`src/gbc_io_pkg.sv`:
```
`default_nettype none

package gbc_io_pkg;

   // ====================================================================
   // Bus types
   // ====================================================================

   // Request as issued by the CPU, one strobe at a time
   typedef struct packed {
      logic [15:0] addr;
      logic [7:0]  wdata;
      logic        we;
      logic        re;
   } io_req_t;

   // Access routed to a single block
   typedef struct packed {
      logic [7:0] offset;   // Low address byte
      logic [7:0] wdata;
      logic       we;
      logic       re;
   } io_access_t;

   typedef enum logic [1:0] {
      BLK_NONE,
      BLK_TIMER,
      BLK_IRQ,
      BLK_BANK
   } io_block_e;

   // Declared MSB first, so vblank lands on bit 0 as in IF
   typedef struct packed {
      logic joypad;
      logic serial;
      logic timer;
      logic lcdstat;
      logic vblank;
   } irq_vec_t;

   // ====================================================================
   // Register map
   // ====================================================================

   localparam logic [7:0] IO_PAGE = 8'hFF;   // High address byte

   localparam logic [7:0] DIV_OFS  = 8'h04;
   localparam logic [7:0] TIMA_OFS = 8'h05;
   localparam logic [7:0] TMA_OFS  = 8'h06;
   localparam logic [7:0] TAC_OFS  = 8'h07;

   localparam logic [7:0] IF_OFS = 8'h0F;
   localparam logic [7:0] IE_OFS = 8'hFF;

   // Generic register bank
   // SB (01) is left out of the bank; the nine entries are SC, KEY1,
   // 6C and 72-77
   localparam int BANK_COUNT = 9;

   localparam logic [0:BANK_COUNT-1][7:0] BANK_OFS = '{
      8'h02, 8'h4D, 8'h6C, 8'h72, 8'h73, 8'h74, 8'h75, 8'h76, 8'h77
   };

   localparam logic [0:BANK_COUNT-1][7:0] BANK_RESET = '{
      8'h7C, 8'hFD, 8'hFE, 8'h00, 8'h00, 8'h00, 8'h8F, 8'h00, 8'h00
   };

   // Bits 7 and 8 are FF76 and FF77
   localparam logic [BANK_COUNT-1:0] BANK_READ_ONLY = 9'b1_1000_0000;

   // Read fill values
   localparam logic [7:0] UNMAPPED_DATA  = 8'hFF;
   localparam logic [7:0] IF_UNUSED_BITS = 8'hE0;   // IF bits 7:5 read high

endpackage

`default_nettype wire

```
`src/gbc_io_top.sv`:
```
`default_nettype none

module gbc_io_top (
   input  wire                        clock_main,
   input  wire                        synch_reset,
   input  wire gbc_io_pkg::io_req_t   cpu_req,
   input  wire gbc_io_pkg::irq_vec_t  irq_sources,   // timer field unused
   output logic [7:0]                 cpu_rdata,
   output gbc_io_pkg::irq_vec_t       irq_pending
);

   gbc_io_pkg::io_access_t timer_acc;
   gbc_io_pkg::io_access_t irq_acc;
   gbc_io_pkg::io_access_t bank_acc;
   logic [7:0]             timer_rdata;
   logic [7:0]             irq_rdata;
   logic [7:0]             bank_rdata;
   logic                   timer_irq;

   io_bus_decoder io_bus_decoder_i (
      .clock_main  (clock_main),
      .synch_reset (synch_reset),
      .cpu_req     (cpu_req),
      .timer_acc   (timer_acc),
      .irq_acc     (irq_acc),
      .bank_acc    (bank_acc),
      .timer_rdata (timer_rdata),
      .irq_rdata   (irq_rdata),
      .bank_rdata  (bank_rdata),
      .cpu_rdata   (cpu_rdata)
   );

   io_register_bank io_register_bank_i (
      .clock_main  (clock_main),
      .synch_reset (synch_reset),
      .bank_acc    (bank_acc),
      .bank_rdata  (bank_rdata)
   );

   timer_unit timer_unit_i (
      .clock_main  (clock_main),
      .synch_reset (synch_reset),
      .timer_acc   (timer_acc),
      .timer_rdata (timer_rdata),
      .timer_irq   (timer_irq)
   );

   interrupt_unit interrupt_unit_i (
      .clock_main  (clock_main),
      .synch_reset (synch_reset),
      .irq_acc     (irq_acc),
      .irq_sources (irq_sources),
      .timer_irq   (timer_irq),
      .irq_rdata   (irq_rdata),
      .irq_pending (irq_pending)
   );

endmodule

`default_nettype wire

```
`src/interrupt_unit.sv`:
```
`default_nettype none

module interrupt_unit (
   input  wire                          clock_main,
   input  wire                          synch_reset,
   input  wire gbc_io_pkg::io_access_t  irq_acc,
   input  wire gbc_io_pkg::irq_vec_t    irq_sources,
   input  wire                          timer_irq,
   output logic [7:0]                   irq_rdata,
   output gbc_io_pkg::irq_vec_t         irq_pending
);

   gbc_io_pkg::irq_vec_t req_vec;
   logic [4:0]           if_q;
   logic [7:0]           ie_q;
   logic                 if_wr;
   logic                 ie_wr;

   assign if_wr = irq_acc.we && (irq_acc.offset == gbc_io_pkg::IF_OFS);
   assign ie_wr = irq_acc.we && (irq_acc.offset == gbc_io_pkg::IE_OFS);

   // Internal timer request replaces the external timer line
   always_comb begin
      req_vec       = irq_sources;
      req_vec.timer = timer_irq;
   end

   // ====================================================================
   // IF / IE state
   // ====================================================================

   always_ff @(posedge clock_main) begin
      if (synch_reset) begin
         if_q <= '0;
         ie_q <= '0;
      end else begin
         if (if_wr)
            if_q <= irq_acc.wdata[4:0];   // Write wins over new requests
         else
            if_q <= if_q | req_vec;

         if (ie_wr)
            ie_q <= irq_acc.wdata;
      end
   end

   assign irq_pending = gbc_io_pkg::irq_vec_t'(if_q & ie_q[4:0]);

   always_comb begin
      irq_rdata = gbc_io_pkg::UNMAPPED_DATA;
      if (irq_acc.re) begin
         if (irq_acc.offset == gbc_io_pkg::IF_OFS)
            irq_rdata = gbc_io_pkg::IF_UNUSED_BITS | {3'b000, if_q};
         else if (irq_acc.offset == gbc_io_pkg::IE_OFS)
            irq_rdata = ie_q;   // Full byte
      end
   end

endmodule

`default_nettype wire

```
`src/io_bus_decoder.sv`:
```
`default_nettype none

module io_bus_decoder (
   input  wire                       clock_main,
   input  wire                       synch_reset,
   input  wire gbc_io_pkg::io_req_t  cpu_req,
   output gbc_io_pkg::io_access_t    timer_acc,
   output gbc_io_pkg::io_access_t    irq_acc,
   output gbc_io_pkg::io_access_t    bank_acc,
   input  wire [7:0]                 timer_rdata,
   input  wire [7:0]                 irq_rdata,
   input  wire [7:0]                 bank_rdata,
   output logic [7:0]                cpu_rdata
);

   gbc_io_pkg::io_block_e blk_sel;
   logic                  bank_hit;
   logic [7:0]            rdata_mux;

   // Access for one block, strobes dropped unless selected
   function automatic gbc_io_pkg::io_access_t gate_access(
      input gbc_io_pkg::io_req_t req,
      input logic                selected
   );
      gbc_io_pkg::io_access_t acc;
      acc.offset = req.addr[7:0];
      acc.wdata  = req.wdata;
      acc.we     = req.we & selected;
      acc.re     = req.re & selected;
      return acc;
   endfunction

   // ====================================================================
   // Block select
   // ====================================================================

   always_comb begin
      bank_hit = 1'b0;
      for (int i = 0; i < gbc_io_pkg::BANK_COUNT; i++) begin
         if (cpu_req.addr[7:0] == gbc_io_pkg::BANK_OFS[i])
            bank_hit = 1'b1;
      end
   end

   always_comb begin
      blk_sel = gbc_io_pkg::BLK_NONE;   // Also for anything off page FF
      if (cpu_req.addr[15:8] == gbc_io_pkg::IO_PAGE) begin
         case (cpu_req.addr[7:0])
            gbc_io_pkg::DIV_OFS, gbc_io_pkg::TIMA_OFS,
            gbc_io_pkg::TMA_OFS, gbc_io_pkg::TAC_OFS:
               blk_sel = gbc_io_pkg::BLK_TIMER;
            gbc_io_pkg::IF_OFS, gbc_io_pkg::IE_OFS:
               blk_sel = gbc_io_pkg::BLK_IRQ;
            default:
               if (bank_hit)
                  blk_sel = gbc_io_pkg::BLK_BANK;
         endcase
      end
   end

   assign timer_acc = gate_access(cpu_req, blk_sel == gbc_io_pkg::BLK_TIMER);
   assign irq_acc   = gate_access(cpu_req, blk_sel == gbc_io_pkg::BLK_IRQ);
   assign bank_acc  = gate_access(cpu_req, blk_sel == gbc_io_pkg::BLK_BANK);

   // ====================================================================
   // Read return
   // ====================================================================

   always_comb begin
      case (blk_sel)
         gbc_io_pkg::BLK_TIMER: rdata_mux = timer_rdata;
         gbc_io_pkg::BLK_IRQ:   rdata_mux = irq_rdata;
         gbc_io_pkg::BLK_BANK:  rdata_mux = bank_rdata;
         default:               rdata_mux = gbc_io_pkg::UNMAPPED_DATA;
      endcase
   end

   // Held until the next read
   always_ff @(posedge clock_main) begin
      if (synch_reset)
         cpu_rdata <= gbc_io_pkg::UNMAPPED_DATA;
      else if (cpu_req.re)
         cpu_rdata <= rdata_mux;
   end

endmodule

`default_nettype wire

```
`src/io_register_bank.sv`:
```
`default_nettype none

module io_register_bank (
   input  wire                          clock_main,
   input  wire                          synch_reset,
   input  wire gbc_io_pkg::io_access_t  bank_acc,
   output logic [7:0]                   bank_rdata
);

   logic [7:0]                          bank_q [gbc_io_pkg::BANK_COUNT];
   logic [gbc_io_pkg::BANK_COUNT-1:0]   hit;

   // One-hot match of the offset against the bank map
   always_comb begin
      for (int i = 0; i < gbc_io_pkg::BANK_COUNT; i++) begin
         hit[i] = (bank_acc.offset == gbc_io_pkg::BANK_OFS[i]);
      end
   end

   // ====================================================================
   // Storage
   // ====================================================================

   always_ff @(posedge clock_main) begin
      for (int i = 0; i < gbc_io_pkg::BANK_COUNT; i++) begin
         if (synch_reset) begin
            bank_q[i] <= gbc_io_pkg::BANK_RESET[i];
         end else if (bank_acc.we && hit[i]) begin
            // FF76/FF77 keep their reset value
            if (!gbc_io_pkg::BANK_READ_ONLY[i])
               bank_q[i] <= bank_acc.wdata;
         end
      end
   end

   // ====================================================================
   // Read port
   // ====================================================================

   always_comb begin
      bank_rdata = gbc_io_pkg::UNMAPPED_DATA;
      if (bank_acc.re) begin
         for (int i = 0; i < gbc_io_pkg::BANK_COUNT; i++) begin
            if (hit[i])
               bank_rdata = bank_q[i];
         end
      end
   end

endmodule

`default_nettype wire

```
`src/timer_unit.sv`:
```
`default_nettype none

module timer_unit (
   input  wire                          clock_main,
   input  wire                          synch_reset,
   input  wire gbc_io_pkg::io_access_t  timer_acc,
   output logic [7:0]                   timer_rdata,
   output logic                         timer_irq
);

   logic [15:0] div_count;   // Free-running prescaler, DIV is the top byte
   logic [7:0]  tima_q;
   logic [7:0]  tma_q;
   logic [2:0]  tac_q;       // Enable + clock select
   logic        tap_bit;
   logic        tap_prev;
   logic        tick;
   logic        div_wr;
   logic        tima_wr;
   logic        tma_wr;
   logic        tac_wr;

   assign div_wr  = timer_acc.we && (timer_acc.offset == gbc_io_pkg::DIV_OFS);
   assign tima_wr = timer_acc.we && (timer_acc.offset == gbc_io_pkg::TIMA_OFS);
   assign tma_wr  = timer_acc.we && (timer_acc.offset == gbc_io_pkg::TMA_OFS);
   assign tac_wr  = timer_acc.we && (timer_acc.offset == gbc_io_pkg::TAC_OFS);

   // ====================================================================
   // Prescaler tap and falling edge detect
   // ====================================================================

   always_comb begin
      case (tac_q[1:0])
         2'b00:   tap_bit = div_count[9];   // 1024 cycles
         2'b01:   tap_bit = div_count[3];   // 16
         2'b10:   tap_bit = div_count[5];   // 64
         default: tap_bit = div_count[7];   // 256
      endcase
   end

   assign tick = tac_q[2] & tap_prev & ~tap_bit;

   // ====================================================================
   // Counters
   // ====================================================================

   always_ff @(posedge clock_main) begin
      if (synch_reset) begin
         div_count <= '0;
         tap_prev  <= 1'b0;
         tima_q    <= '0;
         tma_q     <= '0;
         tac_q     <= '0;   // Timer stopped
         timer_irq <= 1'b0;
      end else begin
         div_count <= div_wr ? 16'h0000 : div_count + 16'd1;   // Any write clears
         tap_prev  <= tap_bit;
         timer_irq <= 1'b0;

         // CPU write beats a tick in the same cycle
         if (tima_wr) begin
            tima_q <= timer_acc.wdata;
         end else if (tick) begin
            if (tima_q == 8'hFF) begin
               tima_q    <= tma_q;   // Reload on wrap
               timer_irq <= 1'b1;
            end else begin
               tima_q <= tima_q + 8'd1;
            end
         end

         if (tma_wr)
            tma_q <= timer_acc.wdata;
         if (tac_wr)
            tac_q <= timer_acc.wdata[2:0];
      end
   end

   always_comb begin
      timer_rdata = gbc_io_pkg::UNMAPPED_DATA;
      if (timer_acc.re) begin
         case (timer_acc.offset)
            gbc_io_pkg::DIV_OFS:  timer_rdata = div_count[15:8];
            gbc_io_pkg::TIMA_OFS: timer_rdata = tima_q;
            gbc_io_pkg::TMA_OFS:  timer_rdata = tma_q;
            gbc_io_pkg::TAC_OFS:  timer_rdata = {5'b11111, tac_q};
            default:              timer_rdata = gbc_io_pkg::UNMAPPED_DATA;
         endcase
      end
   end

endmodule

`default_nettype wire

```
`config.mk`:
```
export PLATFORM = sky130hd
export DESIGN_NAME = gbc_io_top
export DESIGN_NICKNAME = d
export VERILOG_FILES = /design/src/gbc_io_pkg.sv /design/src/gbc_io_top.sv /design/src/interrupt_unit.sv /design/src/io_bus_decoder.sv /design/src/io_register_bank.sv /design/src/timer_unit.sv
export SDC_FILE = /design/constraint.sdc
export NUM_CORES = 1
export LEC_CHECK = 0
export ABC_AREA = 1
export BUFFER_PORTS_ARGS = -buffer_cell sky130_fd_sc_hd__buf_4
export CORE_MARGIN = 2
export CORE_UTILIZATION = 52
export DETAILED_ROUTE_END_ITERATION = 7
export PLACE_DENSITY = 0.71
export SLEW_MARGIN = 10
export SYNTH_ARGS = -nofsm -noshare
export SYNTH_HDL_FRONTEND = slang
export SYNTH_SLANG_ARGS = --single-unit
```
`constraint.sdc`:
```
create_clock -name clock_main -period 3.9 [get_ports clock_main]
set_input_delay 0.585 -clock clock_main [delete_from_list [all_inputs] [get_ports clock_main]]
set_output_delay 0.585 -clock clock_main [all_outputs]
set_load 0.02 [all_outputs]
```
==> flow_summary.html, run 1 <==
<table>
<tr><th>Metric</th><th>Value</th></tr>
<tr><th colspan="2">Run status</th></tr>
<tr><td>Result of the run</td><td>finished, final reports clean</td></tr>
<tr><th colspan="2">Detailed routing</th></tr>
<tr><td>First-pass detailed-route iteration total</td><td>5</td></tr>
<tr><td>Post-route DRC violation count</td><td>0</td></tr>
<tr><td>Routed len/inst</td><td>approximately 17 um</td></tr>
<tr><td>Aggregate routed wire length</td><td>around 16000 um</td></tr>
<tr><td>Number of vias per cell</td><td>5.68</td></tr>
<tr><td>Total via count after detailed routing</td><td>5442</td></tr>
<tr><td>DRC marker count from the first detailed-route iteration</td><td>484</td></tr>
<tr><td>Final ANT Viol Nets</td><td>0</td></tr>
<tr><th colspan="2">Clock tree</th></tr>
<tr><td>Clock Latency Late Sink</td><td>420 ps</td></tr>
<tr><td>Number of H-tree levels</td><td>4</td></tr>
<tr><td>Reg clk slew, reported paths</td><td>50 ps</td></tr>
<tr><td>Clock net sink count</td><td>114</td></tr>
<tr><td>Inserted Clock Buffers</td><td>17</td></tr>
<tr><td>Total setup buffers inserted after CTS</td><td>0</td></tr>
<tr><td>Number of instances resized during post-cts repair</td><td>0</td></tr>
<tr><td>CTS tree</td><td>yes</td></tr>
<tr><td>Hold buffer count at CTS</td><td>0</td></tr>
<tr><td>Number of buffers on the longest clock path</td><td>2</td></tr>
<tr><td>Cell at the root of the clock tree</td><td>sky130_fd_sc_hd__clkbuf_16</td></tr>
<tr><th colspan="2">Worst setup path</th></tr>
<tr><td>Critical path startpoint</td><td>cpu_req[15]</td></tr>
<tr><td>Crit. End Element</td><td>flip-flop</td></tr>
<tr><td>Cell with the largest stage delay on the worst path</td><td>sky130_fd_sc_hd__nand2_1</td></tr>
<tr><td>Worst endpoint data arrival time</td><td>2680 ps</td></tr>
<tr><td>Critical path required time</td><td>around 4000 ps</td></tr>
<tr><td>CP dominant cell by count</td><td>sky130_fd_sc_hd__nand2_1</td></tr>
<tr><td>Largest stage delay, worst path</td><td>400 ps</td></tr>
<tr><td>Family of cells with the greatest summed delay on the critical path</td><td>simple AND/OR/NAND/NOR gates</td></tr>
<tr><td>Origin of the critical flop-to-flop path</td><td>timer_unit_i.div_count[3]</td></tr>
<tr><td>Bufs and invs on worst path</td><td>3</td></tr>
<tr><td>Critical setup path kind</td><td>in -&gt; reg</td></tr>
<tr><td>Cells along the critical path</td><td>buf_4, inv_1, nand2_1, nor2_2, buf_4, nand2_1, nand2_2, nor3_2, nand4_4, nand4_4, nand2_1</td></tr>
<tr><td>Worst setup SP type</td><td>primary input</td></tr>
<tr><td>Worst-path fanout max</td><td>14</td></tr>
<tr><th colspan="2">Floorplanning</th></tr>
<tr><td>Die extent in x</td><td>112 um</td></tr>
<tr><td>Core outline area</td><td>11400 um2</td></tr>
<tr><td>Number of cell rows</td><td>39</td></tr>
<tr><td>Die ar.</td><td>12500 um2</td></tr>
<tr><td>Initial Util</td><td>52.9%</td></tr>
<tr><td>DIE HEIGHT</td><td>112 um</td></tr>
<tr><td>Top-level I/O count</td><td>46</td></tr>
<tr><th colspan="2">Global route</th></tr>
<tr><td>Total routing resource utilization after global routing</td><td>a little over a quarter</td></tr>
<tr><td>Global-route wire length before repair</td><td>around 26000 um</td></tr>
<tr><td>Number of global-route vias before repair</td><td>roughly 5.2k</td></tr>
<tr><td>Antenna violations before repair</td><td>0</td></tr>
<tr><td>GR Overflow Total</td><td>0</td></tr>
<tr><td>Pin count of the biggest net entering global routing</td><td>between 60 and 70</td></tr>
<tr><th colspan="2">Finish</th></tr>
<tr><td>Reg area</td><td>2840 um2</td></tr>
<tr><td>Fraction of layout instances using a drive strength above 1</td><td>16.4%</td></tr>
<tr><td>Layout overhead on the synthesized area</td><td>17.7%</td></tr>
<tr><td>Combined area of the multi-input logic cells</td><td>2770 um2</td></tr>
<tr><td>Final-layout fill cell count</td><td>984</td></tr>
<tr><td>Final-stage net count</td><td>837</td></tr>
<tr><td>Post-route design area</td><td>7090 um2</td></tr>
<tr><td>ANT cells</td><td>0</td></tr>
<tr><th colspan="2">Pwr</th></tr>
<tr><td>Pwr/cell area</td><td>434 nW/um2</td></tr>
<tr><td>Worst VDD drop</td><td>0.000277 V</td></tr>
<tr><td>Leakage</td><td>between 2 and 3 nW</td></tr>
<tr><th colspan="2">Synth</th></tr>
<tr><td>Proportion of synthesized chip area in sequential cells</td><td>around 47%</td></tr>
<tr><td>Leading post-synthesis cells by instance count</td><td>sky130_fd_sc_hd__nand2_1 (152), sky130_fd_sc_hd__nor2_1 (88), sky130_fd_sc_hd__nor3_1 (69)</td></tr>
<tr><td>EDFF count, synth</td><td>56</td></tr>
<tr><td>Number of nets produced by synthesis</td><td>792</td></tr>
<tr><td>Number of distinct standard cells referenced by the synthesized netlist</td><td>41</td></tr>
<tr><td>Library cell occupying the most area in the post-synthesis netlist</td><td>sky130_fd_sc_hd__edfxtp_1</td></tr>
<tr><td>Register bit count reported by yosys</td><td>~110</td></tr>
<tr><td>Proportion of netlist area held by the largest area contributor</td><td>27.9%</td></tr>
<tr><td>Post-Syn Area per Cell</td><td>7.95 um2</td></tr>
<tr><td>Main flop type after synthesis</td><td>sky130_fd_sc_hd__dfxtp_1</td></tr>
<tr><td>Cell types occupying the most area after synthesis</td><td>sky130_fd_sc_hd__edfxtp_1 (28%), sky130_fd_sc_hd__dfxtp_1 (19%), sky130_fd_sc_hd__nand2_1 (9.5%), sky130_fd_sc_hd__nor3_1 (5.7%), sky130_fd_sc_hd__nor2_1 (5.5%)</td></tr>
<tr><td>Synthesis warning total</td><td>0</td></tr>
<tr><td>Fraction of registers with async set/reset</td><td>0%</td></tr>
<tr><td>Netlist Area Pre-Place</td><td>6020 um2</td></tr>
<tr><td>Most common cell in the netlist</td><td>sky130_fd_sc_hd__nand2_1</td></tr>
<tr><td>Post-Synthesis Cells</td><td>757</td></tr>
<tr><th colspan="2">STA</th></tr>
<tr><td>Relative slew slack</td><td>a little under three fifths</td></tr>
<tr><td>Clock skew</td><td>about 5.9 ps</td></tr>
<tr><td>Portion of the clock cycle consumed by the worst path in the final layout</td><td>66.4%</td></tr>
<tr><td>Number of endpoints failing setup at the final stage</td><td>0</td></tr>
<tr><td>Timing-limited maximum frequency</td><td>0.386 GHz</td></tr>
<tr><td>Final min period</td><td>around 2600 ps</td></tr>
<tr><td>Summed negative setup slack over all endpoints</td><td>0 ps</td></tr>
<tr><td>Transition time of the tightest slew-check pin</td><td>between 600 and 700 ps</td></tr>
<tr><td>Unrepaired setup endpoints after global routing</td><td>no</td></tr>
<tr><td>Hold Vio Cnt, Final</td><td>0</td></tr>
<tr><td>Max-slew violation total from the final report</td><td>0</td></tr>
<tr><th colspan="2">Job</th></tr>
<tr><td>Max-cap viol count</td><td>0</td></tr>
<tr><th colspan="2">Placed design</th></tr>
<tr><td>Number of port buffers</td><td>44</td></tr>
<tr><td>Placed inst area</td><td>between 6000 and 7000 um2</td></tr>
<tr><td>Weighted congestion reported at the end of routability-driven placement</td><td>0.955</td></tr>
<tr><td>Half-perimeter wire length after placement</td><td>11200 um</td></tr>
<tr><th colspan="2">Hold path</th></tr>
<tr><td>HP Class</td><td>in -&gt; reg</td></tr>
<tr><td>Source of the worst hold timing path</td><td>cpu_req[0]</td></tr>
</table>
routing by layer:
layer	vias to the layer above	share of wire [%]	track usage, %
li1	2661	-	-
met1	2538	45	35.9
met2	206	45	39.5
met3	37	6.9	5.93
met4	0	3.2	12.1
met5	-	0	0
worst paths after layout:
check	end	slack (ps)	depth (start not counted)
max reg2reg	timer_unit_i.tima_q[2]	1900	10
min reg2reg	timer_unit_i.div_count[0]	460	1
min	io_bus_decoder_i.cpu_rdata[1]	450	3
max	io_register_bank_i.bank_q[0][31]	1310	11
kinds of logic (layout without fill, tap and decap cells):
group / count (synthesis) / count (layout) / share of synthesized area, %
compound gates: 85 / 85 / 7.86
xor+xnor: 10 / 10 / 1.46
simple gates: 443 / 443 / 36.2
flops: 114 / 114 / 47.2
fa+ha+maj: 2 / 2 / 0.416
buf+inv: 103 / 161 / 6.80
state kept, by name (all words and copies together) (netlist names), 3 cells and up:
name	flops
interrupt_unit_i.ie_q	8
io_bus_decoder_i.cpu_rdata	8
timer_unit_i.div_count	16
timer_unit_i.tima_q	8
timer_unit_i.tac_q	3
timer_unit_i.tma_q	8
interrupt_unit_i.if_q	5
io_register_bank_i.bank_q	56
report_power, final:
part	internal (mW)	leakage [nW]	switching, mW
Combinational	0.0480	1.59	0.106
Clock	1.08	0.318	0.537
Sequential	1.29	1.02	0.0145
cell usage in the layout (no fill, tap or decap), types with 3 or more instances in the layout:
| master | instances |
|---|---|
| sky130_fd_sc_hd__a21oi_1 | 35 |
| sky130_fd_sc_hd__buf_4 | 48 |
| sky130_fd_sc_hd__clkbuf_16 | 22 |
| sky130_fd_sc_hd__clkinv_1 | 6 |
| sky130_fd_sc_hd__clkinv_2 | 7 |
| sky130_fd_sc_hd__dfxtp_1 | 58 |
| sky130_fd_sc_hd__edfxtp_1 | 56 |
| sky130_fd_sc_hd__inv_1 | 65 |
| sky130_fd_sc_hd__inv_2 | 9 |
| sky130_fd_sc_hd__nand2_1 | 152 |
| sky130_fd_sc_hd__nand2_2 | 5 |
| sky130_fd_sc_hd__nand3_1 | 53 |
| sky130_fd_sc_hd__nand3b_1 | 10 |
| sky130_fd_sc_hd__nand4_1 | 17 |
| sky130_fd_sc_hd__nand4_2 | 4 |
| sky130_fd_sc_hd__nand4_4 | 5 |
| sky130_fd_sc_hd__nor2_1 | 88 |
| sky130_fd_sc_hd__nor2_2 | 6 |
| sky130_fd_sc_hd__nor2_4 | 5 |
| sky130_fd_sc_hd__nor3_1 | 69 |
| sky130_fd_sc_hd__nor3b_1 | 3 |
| sky130_fd_sc_hd__nor4_1 | 3 |
| sky130_fd_sc_hd__o2111ai_1 | 5 |
| sky130_fd_sc_hd__o211ai_1 | 3 |
| sky130_fd_sc_hd__o21ai_0 | 28 |
| sky130_fd_sc_hd__o21ai_1 | 5 |
| sky130_fd_sc_hd__o22ai_1 | 6 |
| sky130_fd_sc_hd__or2_2 | 15 |
| sky130_fd_sc_hd__xor2_1 | 8 |
worst min-delay path: cells and delay by family:
kind / cells / cell delay (ps)
buffers and inverters: 1 / 140
AND/OR/NAND/NOR: 2 / 100
layout make-up:
cell class / count / share of cell area (%)
sequential: 114 / 40.1
clock buffer: 25 / 8.07
timing repair buffer: 48 / 5.09
inverter: 81 / 4.31
clock inverter: 7 / 0.848
tap: 143 / 2.53
multi-input combinational: 540 / 39.0
metrics by stage:
step | util, % | hold slack [ps] | total power [mW] | instances | worst slack, ps
detailed placement | 56.8 | 455 | 1.48 | 926 | 923
global placement | 56.8 | 442 | 1.48 | 926 | 976
finish | 62.3 | 447 | 3.08 | 958 | 1310
floorplan | - | 430 | 1.41 | 757 | 1730
global route | 62.3 | 460 | 3.15 | 958 | 1140
CTS | 62.3 | 437 | 3.08 | 958 | 1320
(Power assumes the default switching activity.)
==> inputs of run 2 (changes only) <==
clock period = 2.6 ns   (was 3.9 ns; I/O delays follow)
==> flow_summary.html, run 2 (synthesized netlist as in run 1, its figures left out) <==
<table>
<tr><th>Metric</th><th>Value</th></tr>
<tr><th colspan="2">Finish</th></tr>
<tr><td>Max FFs per register</td><td>56 (unchanged)</td></tr>
<tr><td>Layout overhead on the synthesized area</td><td>17.0% (was 17.7%)</td></tr>
<tr><td>Largest registers in the final layout</td><td>io_register_bank_i.bank_q x56, timer_unit_i.div_count x16 (unchanged)</td></tr>
<tr><td>Fraction of layout instances using a drive strength above 1</td><td>16.9% (was 16.4%)</td></tr>
<tr><td>Post-route design area</td><td>7040 um2 (was 7090 um2)</td></tr>
<tr><td>Leading cell type in the layout, fill and taps excluded</td><td>sky130_fd_sc_hd__nand2_1 (unchanged)</td></tr>
<tr><td>Final-stage net count</td><td>843 (was 837)</td></tr>
<tr><td>Register with the most flip-flops</td><td>io_register_bank_i.bank_q (unchanged)</td></tr>
<tr><td>ANT cells</td><td>0 (unchanged)</td></tr>
<tr><td>Commonest non-fill, non-tap cells in the layout</td><td>sky130_fd_sc_hd__nand2_1 (152), sky130_fd_sc_hd__nor2_1 (88), sky130_fd_sc_hd__nor3_1 (69), sky130_fd_sc_hd__inv_1 (65), sky130_fd_sc_hd__dfxtp_1 (58) (unchanged)</td></tr>
<tr><th colspan="2">Clock tree</th></tr>
<tr><td>CTS tree</td><td>yes (unchanged)</td></tr>
<tr><td>Number of buffers on the longest clock path</td><td>2 (unchanged)</td></tr>
<tr><td>Inserted Clock Buffers</td><td>17 (unchanged)</td></tr>
<tr><td>Clock net sink count</td><td>114 (unchanged)</td></tr>
<tr><td>Cell at the root of the clock tree</td><td>sky130_fd_sc_hd__clkbuf_16 (unchanged)</td></tr>
<tr><td>Reg clk slew, reported paths</td><td>50 ps (about the same)</td></tr>
<tr><td>Total setup buffers inserted after CTS</td><td>0 (unchanged)</td></tr>
<tr><td>Clock Latency Late Sink</td><td>420 ps (about the same)</td></tr>
<tr><td>Number of H-tree levels</td><td>4 (unchanged)</td></tr>
<tr><td>Hold buffer count at CTS</td><td>0 (unchanged)</td></tr>
<tr><td>Number of instances resized during post-cts repair</td><td>0 (unchanged)</td></tr>
<tr><th colspan="2">Job</th></tr>
<tr><td>Max-cap viol count</td><td>0 (unchanged)</td></tr>
<tr><th colspan="2">Detailed routing</th></tr>
<tr><td>Aggregate routed wire length</td><td>15900 um (was 15800 um)</td></tr>
<tr><td>Total via count after detailed routing</td><td>5411 (was 5442)</td></tr>
<tr><td>DRC marker count from the first detailed-route iteration</td><td>508 (was 484)</td></tr>
<tr><td>Number of vias per cell</td><td>5.61 (was 5.68)</td></tr>
<tr><td>Final ANT Viol Nets</td><td>0 (unchanged)</td></tr>
<tr><td>Post-route DRC violation count</td><td>0 (unchanged)</td></tr>
<tr><td>Routed len/inst</td><td>16.5 um (about the same)</td></tr>
<tr><td>First-pass detailed-route iteration total</td><td>6 (was 5)</td></tr>
<tr><th colspan="2">STA</th></tr>
<tr><td>Final min period</td><td>2020 ps</td></tr>
<tr><td>Tightest hold margin</td><td>234 ps (was 447 ps)</td></tr>
<tr><td>Clock skew</td><td>6.80 ps (was 5.93 ps)</td></tr>
<tr><td>Timing-limited maximum frequency</td><td>roughly 0.49 GHz</td></tr>
<tr><td>Summed negative setup slack over all endpoints</td><td>0 ps (unchanged)</td></tr>
<tr><td>Hold Vio Cnt, Final</td><td>0 (unchanged)</td></tr>
<tr><td>Transition time of the tightest slew-check pin</td><td>683 ps (was 661 ps)</td></tr>
<tr><td>Max-slew violation total from the final report</td><td>0 (unchanged)</td></tr>
<tr><td>Portion of the clock cycle consumed by the worst path in the final layout</td><td>77.8%</td></tr>
<tr><td>Number of endpoints failing setup at the final stage</td><td>0 (unchanged)</td></tr>
<tr><td>Unrepaired setup endpoints after global routing</td><td>no (unchanged)</td></tr>
<tr><td>Relative slew slack</td><td>54.5% (was 55.9%)</td></tr>
<tr><th colspan="2">Floorplanning</th></tr>
<tr><td>Initial Util</td><td>52.9% (unchanged)</td></tr>
<tr><td>Die extent in x</td><td>112 um (unchanged)</td></tr>
<tr><td>Core outline area</td><td>11400 um2 (unchanged)</td></tr>
<tr><td>Top-level I/O count</td><td>46 (unchanged)</td></tr>
<tr><td>Die ar.</td><td>12500 um2 (unchanged)</td></tr>
<tr><td>Number of cell rows</td><td>39 (unchanged)</td></tr>
<tr><td>DIE HEIGHT</td><td>112 um (unchanged)</td></tr>
<tr><th colspan="2">Worst setup path</th></tr>
<tr><td>Worst-path fanout max</td><td>9 (was 14)</td></tr>
<tr><td>Crit. End Element</td><td>flip-flop (unchanged)</td></tr>
<tr><td>Worst setup SP type</td><td>primary input (unchanged)</td></tr>
<tr><td>Critical path required time</td><td>2680 ps (was 3990 ps)</td></tr>
<tr><td>Critical setup path kind</td><td>in -&gt; reg (unchanged)</td></tr>
<tr><td>Worst endpoint data arrival time</td><td>2110 ps (was 2680 ps)</td></tr>
<tr><th colspan="2">Global route</th></tr>
<tr><td>Pin count of the biggest net entering global routing</td><td>63 (unchanged)</td></tr>
<tr><td>Total routing resource utilization after global routing</td><td>26.4% (was 26.1%)</td></tr>
<tr><td>Number of global-route vias before repair</td><td>5036 (was 5198)</td></tr>
<tr><td>GR Overflow Total</td><td>0 (unchanged)</td></tr>
<tr><td>Global-route wire length before repair</td><td>25500 um (was 25600 um)</td></tr>
<tr><td>Antenna violations before repair</td><td>0 (unchanged)</td></tr>
<tr><th colspan="2">Pwr</th></tr>
<tr><td>Sequential fraction of design power</td><td>45.4% (was 42.5%)</td></tr>
<tr><td>Logic pwr share</td><td>5.4% (was 5.0%)</td></tr>
<tr><td>Int Power</td><td>3.33 mW (was 2.42 mW)</td></tr>
<tr><td>Worst VDD drop</td><td>0.000608 V (was 0.000277 V)</td></tr>
<tr><td>Leakage</td><td>2.91 nW (was 2.92 nW)</td></tr>
<tr><td>Clock network fraction of total power</td><td>49.2% (was 52.5%)</td></tr>
<tr><td>Pwr/cell area</td><td>615 nW/um2 (was 434 nW/um2)</td></tr>
<tr><td>Net switching power figure</td><td>999 uW (was 657 uW)</td></tr>
<tr><td>Switching Share</td><td>23.1% (was 21.4%)</td></tr>
<tr><td>Tot Pwr</td><td>4.33 mW (was 3.08 mW)</td></tr>
<tr><th colspan="2">Placed design</th></tr>
<tr><td>Half-perimeter wire length after placement</td><td>11500 um (was 11200 um)</td></tr>
<tr><td>Number of port buffers</td><td>44 (unchanged)</td></tr>
<tr><td>Weighted congestion reported at the end of routability-driven placement</td><td>0.927 (was 0.955)</td></tr>
<tr><td>Placed inst area</td><td>6500 um2 (was 6450 um2)</td></tr>
<tr><th colspan="2">Run status</th></tr>
<tr><td>Result of the run</td><td>finished, final reports clean (unchanged)</td></tr>
<tr><th colspan="2">Hold path</th></tr>
<tr><td>HP Class</td><td>in -&gt; reg (unchanged)</td></tr>
</table>
run 2: cell count changes in the layout (fill, tap and decap cells not counted):
| cell | change |
|---|---|
| sky130_fd_sc_hd__clkbuf_16 | -4 |
| sky130_fd_sc_hd__bufinv_16 | -1 |
| sky130_fd_sc_hd__clkbuf_8 | +1 |
| sky130_fd_sc_hd__inv_4 | +3 |
| sky130_fd_sc_hd__buf_4 | +6 |
| sky130_fd_sc_hd__clkinv_4 | +1 |
| sky130_fd_sc_hd__clkbuf_1 | +1 |
| sky130_fd_sc_hd__clkinv_2 | -1 |
run 2: final timing paths:
kind | from | slack (ps) | cells after the start | endpoint
max | cpu_req[15] | 580 | 10 | io_register_bank_i.bank_q[0][34]
min | cpu_req[0] | 230 | 3 | io_bus_decoder_i.cpu_rdata[5]
max reg2reg | timer_unit_i.div_count[3] | 610 | 10 | timer_unit_i.tima_q[2]
min reg2reg | io_bus_decoder_i.cpu_rdata[5] | 470 | 2 | io_bus_decoder_i.cpu_rdata[5]
run 2: area by class of cell:
type | instances | area (um2)
clock buffer | 23 | 489
clock inverter | 9 | 52.6
fill | 987 | 4330
inverter | 81 | 305
multi-input combinational | 540 | 2770
sequential | 114 | 2840
tap | 143 | 179
timing repair buffer | 54 | 405
run 2: stage by stage:
stage | setup WS (ps) | util, % | std cells
2_1_floorplan | 626 | - | 757
3_3_place_gp | 270 | 57.2 | 932
3_5_place_dp | 156 | 57.2 | 932
4_1_cts | 606 | 61.9 | 964
5_1_grt | 356 | 61.9 | 964
6_report | 578 | 61.9 | 964
run 2: power by group through the flow:
stage / registers, mW / logic [mW] / clock network (mW)
global route: 1.97 / 0.254 / 2.23
global placement: 2.00 / 0.224 / 0
finish: 1.96 / 0.234 / 2.13
floorplan: 2.00 / 0.119 / 0
detailed placement: 2.00 / 0.231 / 0
CTS: 1.96 / 0.232 / 2.15
run 2: layer usage:
metal / global-route usage (%) / routed length (um) / up-vias
met3: 7.02 / 1010 / 28
met1: 35.9 / 7280 / 2521
li1: - / - / 2673
met5: 0 / 0 / -
met2: 41.1 / 7270 / 189
met4: 9.30 / 359 / 0
run 2: critical path: stages:
cell,delay [ps]
sky130_fd_sc_hd__buf_4,120
sky130_fd_sc_hd__inv_1,80
sky130_fd_sc_hd__nand2_1,100
sky130_fd_sc_hd__nor2_2,330
sky130_fd_sc_hd__nand2_1,140
sky130_fd_sc_hd__nand2_2,190
sky130_fd_sc_hd__nor3_2,80
sky130_fd_sc_hd__nand4_4,150
sky130_fd_sc_hd__nand4_4,180
sky130_fd_sc_hd__nand2_1,330
==> inputs of run 3 (changes only) <==
PLACE_DENSITY = 0.73   (was 0.71)
clock period = 1.8 ns   (was 2.6 ns; I/O delays follow)
==> flow_summary.html, run 3 (synthesized netlist as in run 1, its figures left out) <==
<table>
<tr><th>Metric</th><th>Value</th></tr>
<tr><th colspan="2">Finish</th></tr>
<tr><td>Register with the most flip-flops</td><td>io_register_bank_i.bank_q (unchanged)</td></tr>
<tr><td>Fraction of layout instances using a drive strength above 1</td><td>23.0% (was 16.9%)</td></tr>
<tr><td>Reg area</td><td>2850 um2 (was 2840 um2)</td></tr>
<tr><td>Combined area of the multi-input logic cells</td><td>2810 um2 (was 2770 um2)</td></tr>
<tr><td>Max FFs per register</td><td>56 (unchanged)</td></tr>
<tr><td>Final core utilization</td><td>66.0% (was 61.9%)</td></tr>
<tr><td>Final-stage net count</td><td>902 (was 843)</td></tr>
<tr><td>Final-layout fill cell count</td><td>953 (was 987)</td></tr>
<tr><td>Largest registers in the final layout</td><td>io_register_bank_i.bank_q x56, timer_unit_i.div_count x16 (unchanged)</td></tr>
<tr><td>ANT cells</td><td>0 (unchanged)</td></tr>
<tr><td>Commonest non-fill, non-tap cells in the layout</td><td>sky130_fd_sc_hd__nand2_1 (152), sky130_fd_sc_hd__buf_4 (111), sky130_fd_sc_hd__nor2_1 (87), sky130_fd_sc_hd__nor3_1 (68), sky130_fd_sc_hd__inv_1 (64) (was sky130_fd_sc_hd__nand2_1 (152), sky130_fd_sc_hd__nor2_1 (88), sky130_fd_sc_hd__nor3_1 (69), sky130_fd_sc_hd__inv_1 (65), sky130_fd_sc_hd__dfxtp_1 (58))</td></tr>
<tr><td>Leading cell type in the layout, fill and taps excluded</td><td>sky130_fd_sc_hd__nand2_1 (unchanged)</td></tr>
<tr><td>Layout overhead on the synthesized area</td><td>24.7% (was 17.0%)</td></tr>
<tr><th colspan="2">Global route</th></tr>
<tr><td>Total routing resource utilization after global routing</td><td>28.0% (was 26.4%)</td></tr>
<tr><td>Antenna violations before repair</td><td>0 (unchanged)</td></tr>
<tr><td>Pin count of the biggest net entering global routing</td><td>63 (unchanged)</td></tr>
<tr><td>GR Overflow Total</td><td>0 (unchanged)</td></tr>
<tr><td>Global-route wire length before repair</td><td>27200 um (was 25500 um)</td></tr>
<tr><td>Number of global-route vias before repair</td><td>5449 (was 5036)</td></tr>
<tr><th colspan="2">Pwr</th></tr>
<tr><td>Tot Pwr</td><td>6.02 mW (was 4.33 mW)</td></tr>
<tr><td>Logic pwr share</td><td>6.3% (was 5.4%)</td></tr>
<tr><td>Int Power</td><td>4.65 mW (was 3.33 mW)</td></tr>
<tr><td>Net switching power figure</td><td>1.37 mW (was 999 uW)</td></tr>
<tr><td>Pwr/cell area</td><td>802 nW/um2 (was 615 nW/um2)</td></tr>
<tr><td>Clock network fraction of total power</td><td>46.5% (was 49.2%)</td></tr>
<tr><td>Switching Share</td><td>22.7% (was 23.1%)</td></tr>
<tr><td>Sequential fraction of design power</td><td>47.2% (was 45.4%)</td></tr>
<tr><td>Worst VDD drop</td><td>0.000697 V (was 0.000608 V)</td></tr>
<tr><td>Leakage</td><td>3.18 nW (was 2.91 nW)</td></tr>
<tr><th colspan="2">Detailed routing</th></tr>
<tr><td>Final ANT Viol Nets</td><td>0 (unchanged)</td></tr>
<tr><td>Number of vias per cell</td><td>5.57 (was 5.61)</td></tr>
<tr><td>Aggregate routed wire length</td><td>16900 um (was 15900 um)</td></tr>
<tr><td>Post-route DRC violation count</td><td>0 (unchanged)</td></tr>
<tr><td>First-pass detailed-route iteration total</td><td>5 (was 6)</td></tr>
<tr><td>DRC marker count from the first detailed-route iteration</td><td>541 (was 508)</td></tr>
<tr><td>Routed len/inst</td><td>16.5 um (about the same)</td></tr>
<tr><td>Total via count after detailed routing</td><td>5700 (was 5411)</td></tr>
<tr><th colspan="2">STA</th></tr>
<tr><td>Max-slew violation total from the final report</td><td>0 (unchanged)</td></tr>
<tr><td>Summed negative setup slack over all endpoints</td><td>0 ps (unchanged)</td></tr>
<tr><td>Portion of the clock cycle consumed by the worst path in the final layout</td><td>96.0%</td></tr>
<tr><td>Tightest hold margin</td><td>121 ps (was 234 ps)</td></tr>
<tr><td>Clock skew</td><td>5.87 ps (was 6.80 ps)</td></tr>
<tr><td>Hold Vio Cnt, Final</td><td>0 (unchanged)</td></tr>
<tr><td>Timing-limited maximum frequency</td><td>0.579 GHz</td></tr>
<tr><td>Transition time of the tightest slew-check pin</td><td>678 ps (was 683 ps)</td></tr>
<tr><td>Relative slew slack</td><td>54.8% (was 54.5%)</td></tr>
<tr><td>Number of endpoints failing setup at the final stage</td><td>0 (unchanged)</td></tr>
<tr><td>Final min period</td><td>1730 ps</td></tr>
<tr><th colspan="2">Placed design</th></tr>
<tr><td>Number of port buffers</td><td>44 (unchanged)</td></tr>
<tr><td>Half-perimeter wire length after placement</td><td>12200 um (was 11500 um)</td></tr>
<tr><td>Weighted congestion reported at the end of routability-driven placement</td><td>0.965 (was 0.927)</td></tr>
<tr><th colspan="2">Worst setup path</th></tr>
<tr><td>Critical setup path kind</td><td>reg -&gt; reg (was in -&gt; reg)</td></tr>
<tr><td>Worst endpoint data arrival time</td><td>2070 ps (was 2110 ps)</td></tr>
<tr><td>Cell with the largest stage delay on the worst path</td><td>sky130_fd_sc_hd__dfxtp_2 (was sky130_fd_sc_hd__nor2_2)</td></tr>
<tr><td>Family of cells with the greatest summed delay on the critical path</td><td>compound AO/OA/AOI/OAI gates (was simple AND/OR/NAND/NOR gates)</td></tr>
<tr><td>Crit. End Element</td><td>flip-flop (unchanged)</td></tr>
<tr><td>Critical path required time</td><td>2140 ps (was 2680 ps)</td></tr>
<tr><td>Worst-path fanout max</td><td>5 (was 9)</td></tr>
<tr><td>CP dominant cell by count</td><td>sky130_fd_sc_hd__o21ai_0 (was sky130_fd_sc_hd__nand2_1)</td></tr>
<tr><td>Cells along the critical path</td><td>ha_1, nand2_1, inv_1, nand3_2, nor2_2, inv_1, o21ai_0, o21ai_0, o21ai_0, o21ai_0, a21oi_1 (was buf_4, inv_1, nand2_1, nor2_2, nand2_1, nand2_2, nor3_2, nand4_4, nand4_4, nand2_1)</td></tr>
<tr><td>Worst setup SP type</td><td>flip-flop (was primary input)</td></tr>
<tr><td>Largest stage delay, worst path</td><td>370 ps (was 330 ps)</td></tr>
<tr><td>Bufs and invs on worst path</td><td>2 (unchanged)</td></tr>
<tr><th colspan="2">Floorplanning</th></tr>
<tr><td>Core outline area</td><td>11400 um2 (unchanged)</td></tr>
<tr><td>Top-level I/O count</td><td>46 (unchanged)</td></tr>
<tr><td>Number of cell rows</td><td>39 (unchanged)</td></tr>
<tr><td>Die ar.</td><td>12500 um2 (unchanged)</td></tr>
<tr><td>DIE HEIGHT</td><td>112 um (unchanged)</td></tr>
<tr><td>Initial Util</td><td>52.9% (unchanged)</td></tr>
<tr><td>Die extent in x</td><td>112 um (unchanged)</td></tr>
<tr><th colspan="2">Clock tree</th></tr>
<tr><td>Cell at the root of the clock tree</td><td>sky130_fd_sc_hd__clkbuf_16 (unchanged)</td></tr>
<tr><td>Number of buffers on the longest clock path</td><td>2 (unchanged)</td></tr>
<tr><td>CTS tree</td><td>yes (unchanged)</td></tr>
<tr><td>Clock net sink count</td><td>114 (unchanged)</td></tr>
<tr><td>Hold buffer count at CTS</td><td>0 (unchanged)</td></tr>
<tr><td>Reg clk slew, reported paths</td><td>50 ps (about the same)</td></tr>
<tr><td>Number of H-tree levels</td><td>4 (unchanged)</td></tr>
<tr><td>Inserted Clock Buffers</td><td>17 (unchanged)</td></tr>
<tr><td>Clock Latency Late Sink</td><td>420 ps (about the same)</td></tr>
<tr><th colspan="2">Job</th></tr>
<tr><td>Max-cap viol count</td><td>0 (unchanged)</td></tr>
<tr><th colspan="2">Hold path</th></tr>
<tr><td>HP Class</td><td>in -&gt; reg (unchanged)</td></tr>
<tr><th colspan="2">Run status</th></tr>
<tr><td>Result of the run</td><td>finished, final reports clean (unchanged)</td></tr>
</table>
[run 3: cell types whose count changed in the layout (fill, tap and decap cells not counted), sizes merged]
cell    change
buf        +59
clkbuf      -1
clkinv      +4
inv         -3
[run 3: final timing paths]
check                            start                         to  slack, ps  depth (start not counted)
min                     irq_sources[4]   interrupt_unit_i.if_q[4]        120                          3
max             timer_unit_i.tima_q[1]     timer_unit_i.tima_q[5]         70                         11
max reg2reg     timer_unit_i.tima_q[1]     timer_unit_i.tima_q[5]         70                         11
min reg2reg  timer_unit_i.div_count[0]  timer_unit_i.div_count[0]        460                          1
[run 3: power groups by stage]
stage	Combinational (mW)	Sequential [mW]	Clock [mW]
6_report	0.379	2.84	2.80
5_1_grt	0.409	2.85	2.95
4_1_cts	0.374	2.84	2.81
3_5_place_dp	0.372	2.89	0
3_3_place_gp	0.362	2.89	0
2_1_floorplan	0.171	2.89	0
[run 3: worst register-to-register path: cells and delay by family (launching register included)]
kind / cells / cell delay (ps)
compound gates: 5 / 540
fa+ha+maj: 1 / 200
buf+inv: 2 / 230
flops: 1 / 370
simple gates: 3 / 320
[run 3: stage by stage]
stage | instance area (um2) | instances | setup slack (ps)
after floorplan | 6020 | 757 | -53.8
after global placement | 6960 | 990 | -195
after detailed placement | 6960 | 990 | -271
after CTS | 7450 | 1022 | 28.4
after global routing | 7500 | 1023 | -24.1
final | 7500 | 1023 | 72.6
[run 3: area by class of cell]
class	instances	share of cell area, %
Timing Repair Buffer	113	11.6
Inverter	81	4.07
Tap cell	143	2.38
Multi-Input combinational cell	540	37.4
Clock buffer	22	5.92
Clock inverter	10	0.584
Sequential cell	114	38.0
[run 3: routing by layer]
metal	track usage [%]	part of all wire (%)	vias to the layer above
met5	0	0	-
met4	12.9	3.7	0
met2	43.7	46	221
met3	7.73	7.8	48
met1	36.6	43	2643
li1	-	-	2788
[run 3: what timing repair did]
item                                    4_1_cts  5_1_grt
buffers inserted                              0        1
endpoints found under the setup margin        0       11
gates resized for setup                       0       14
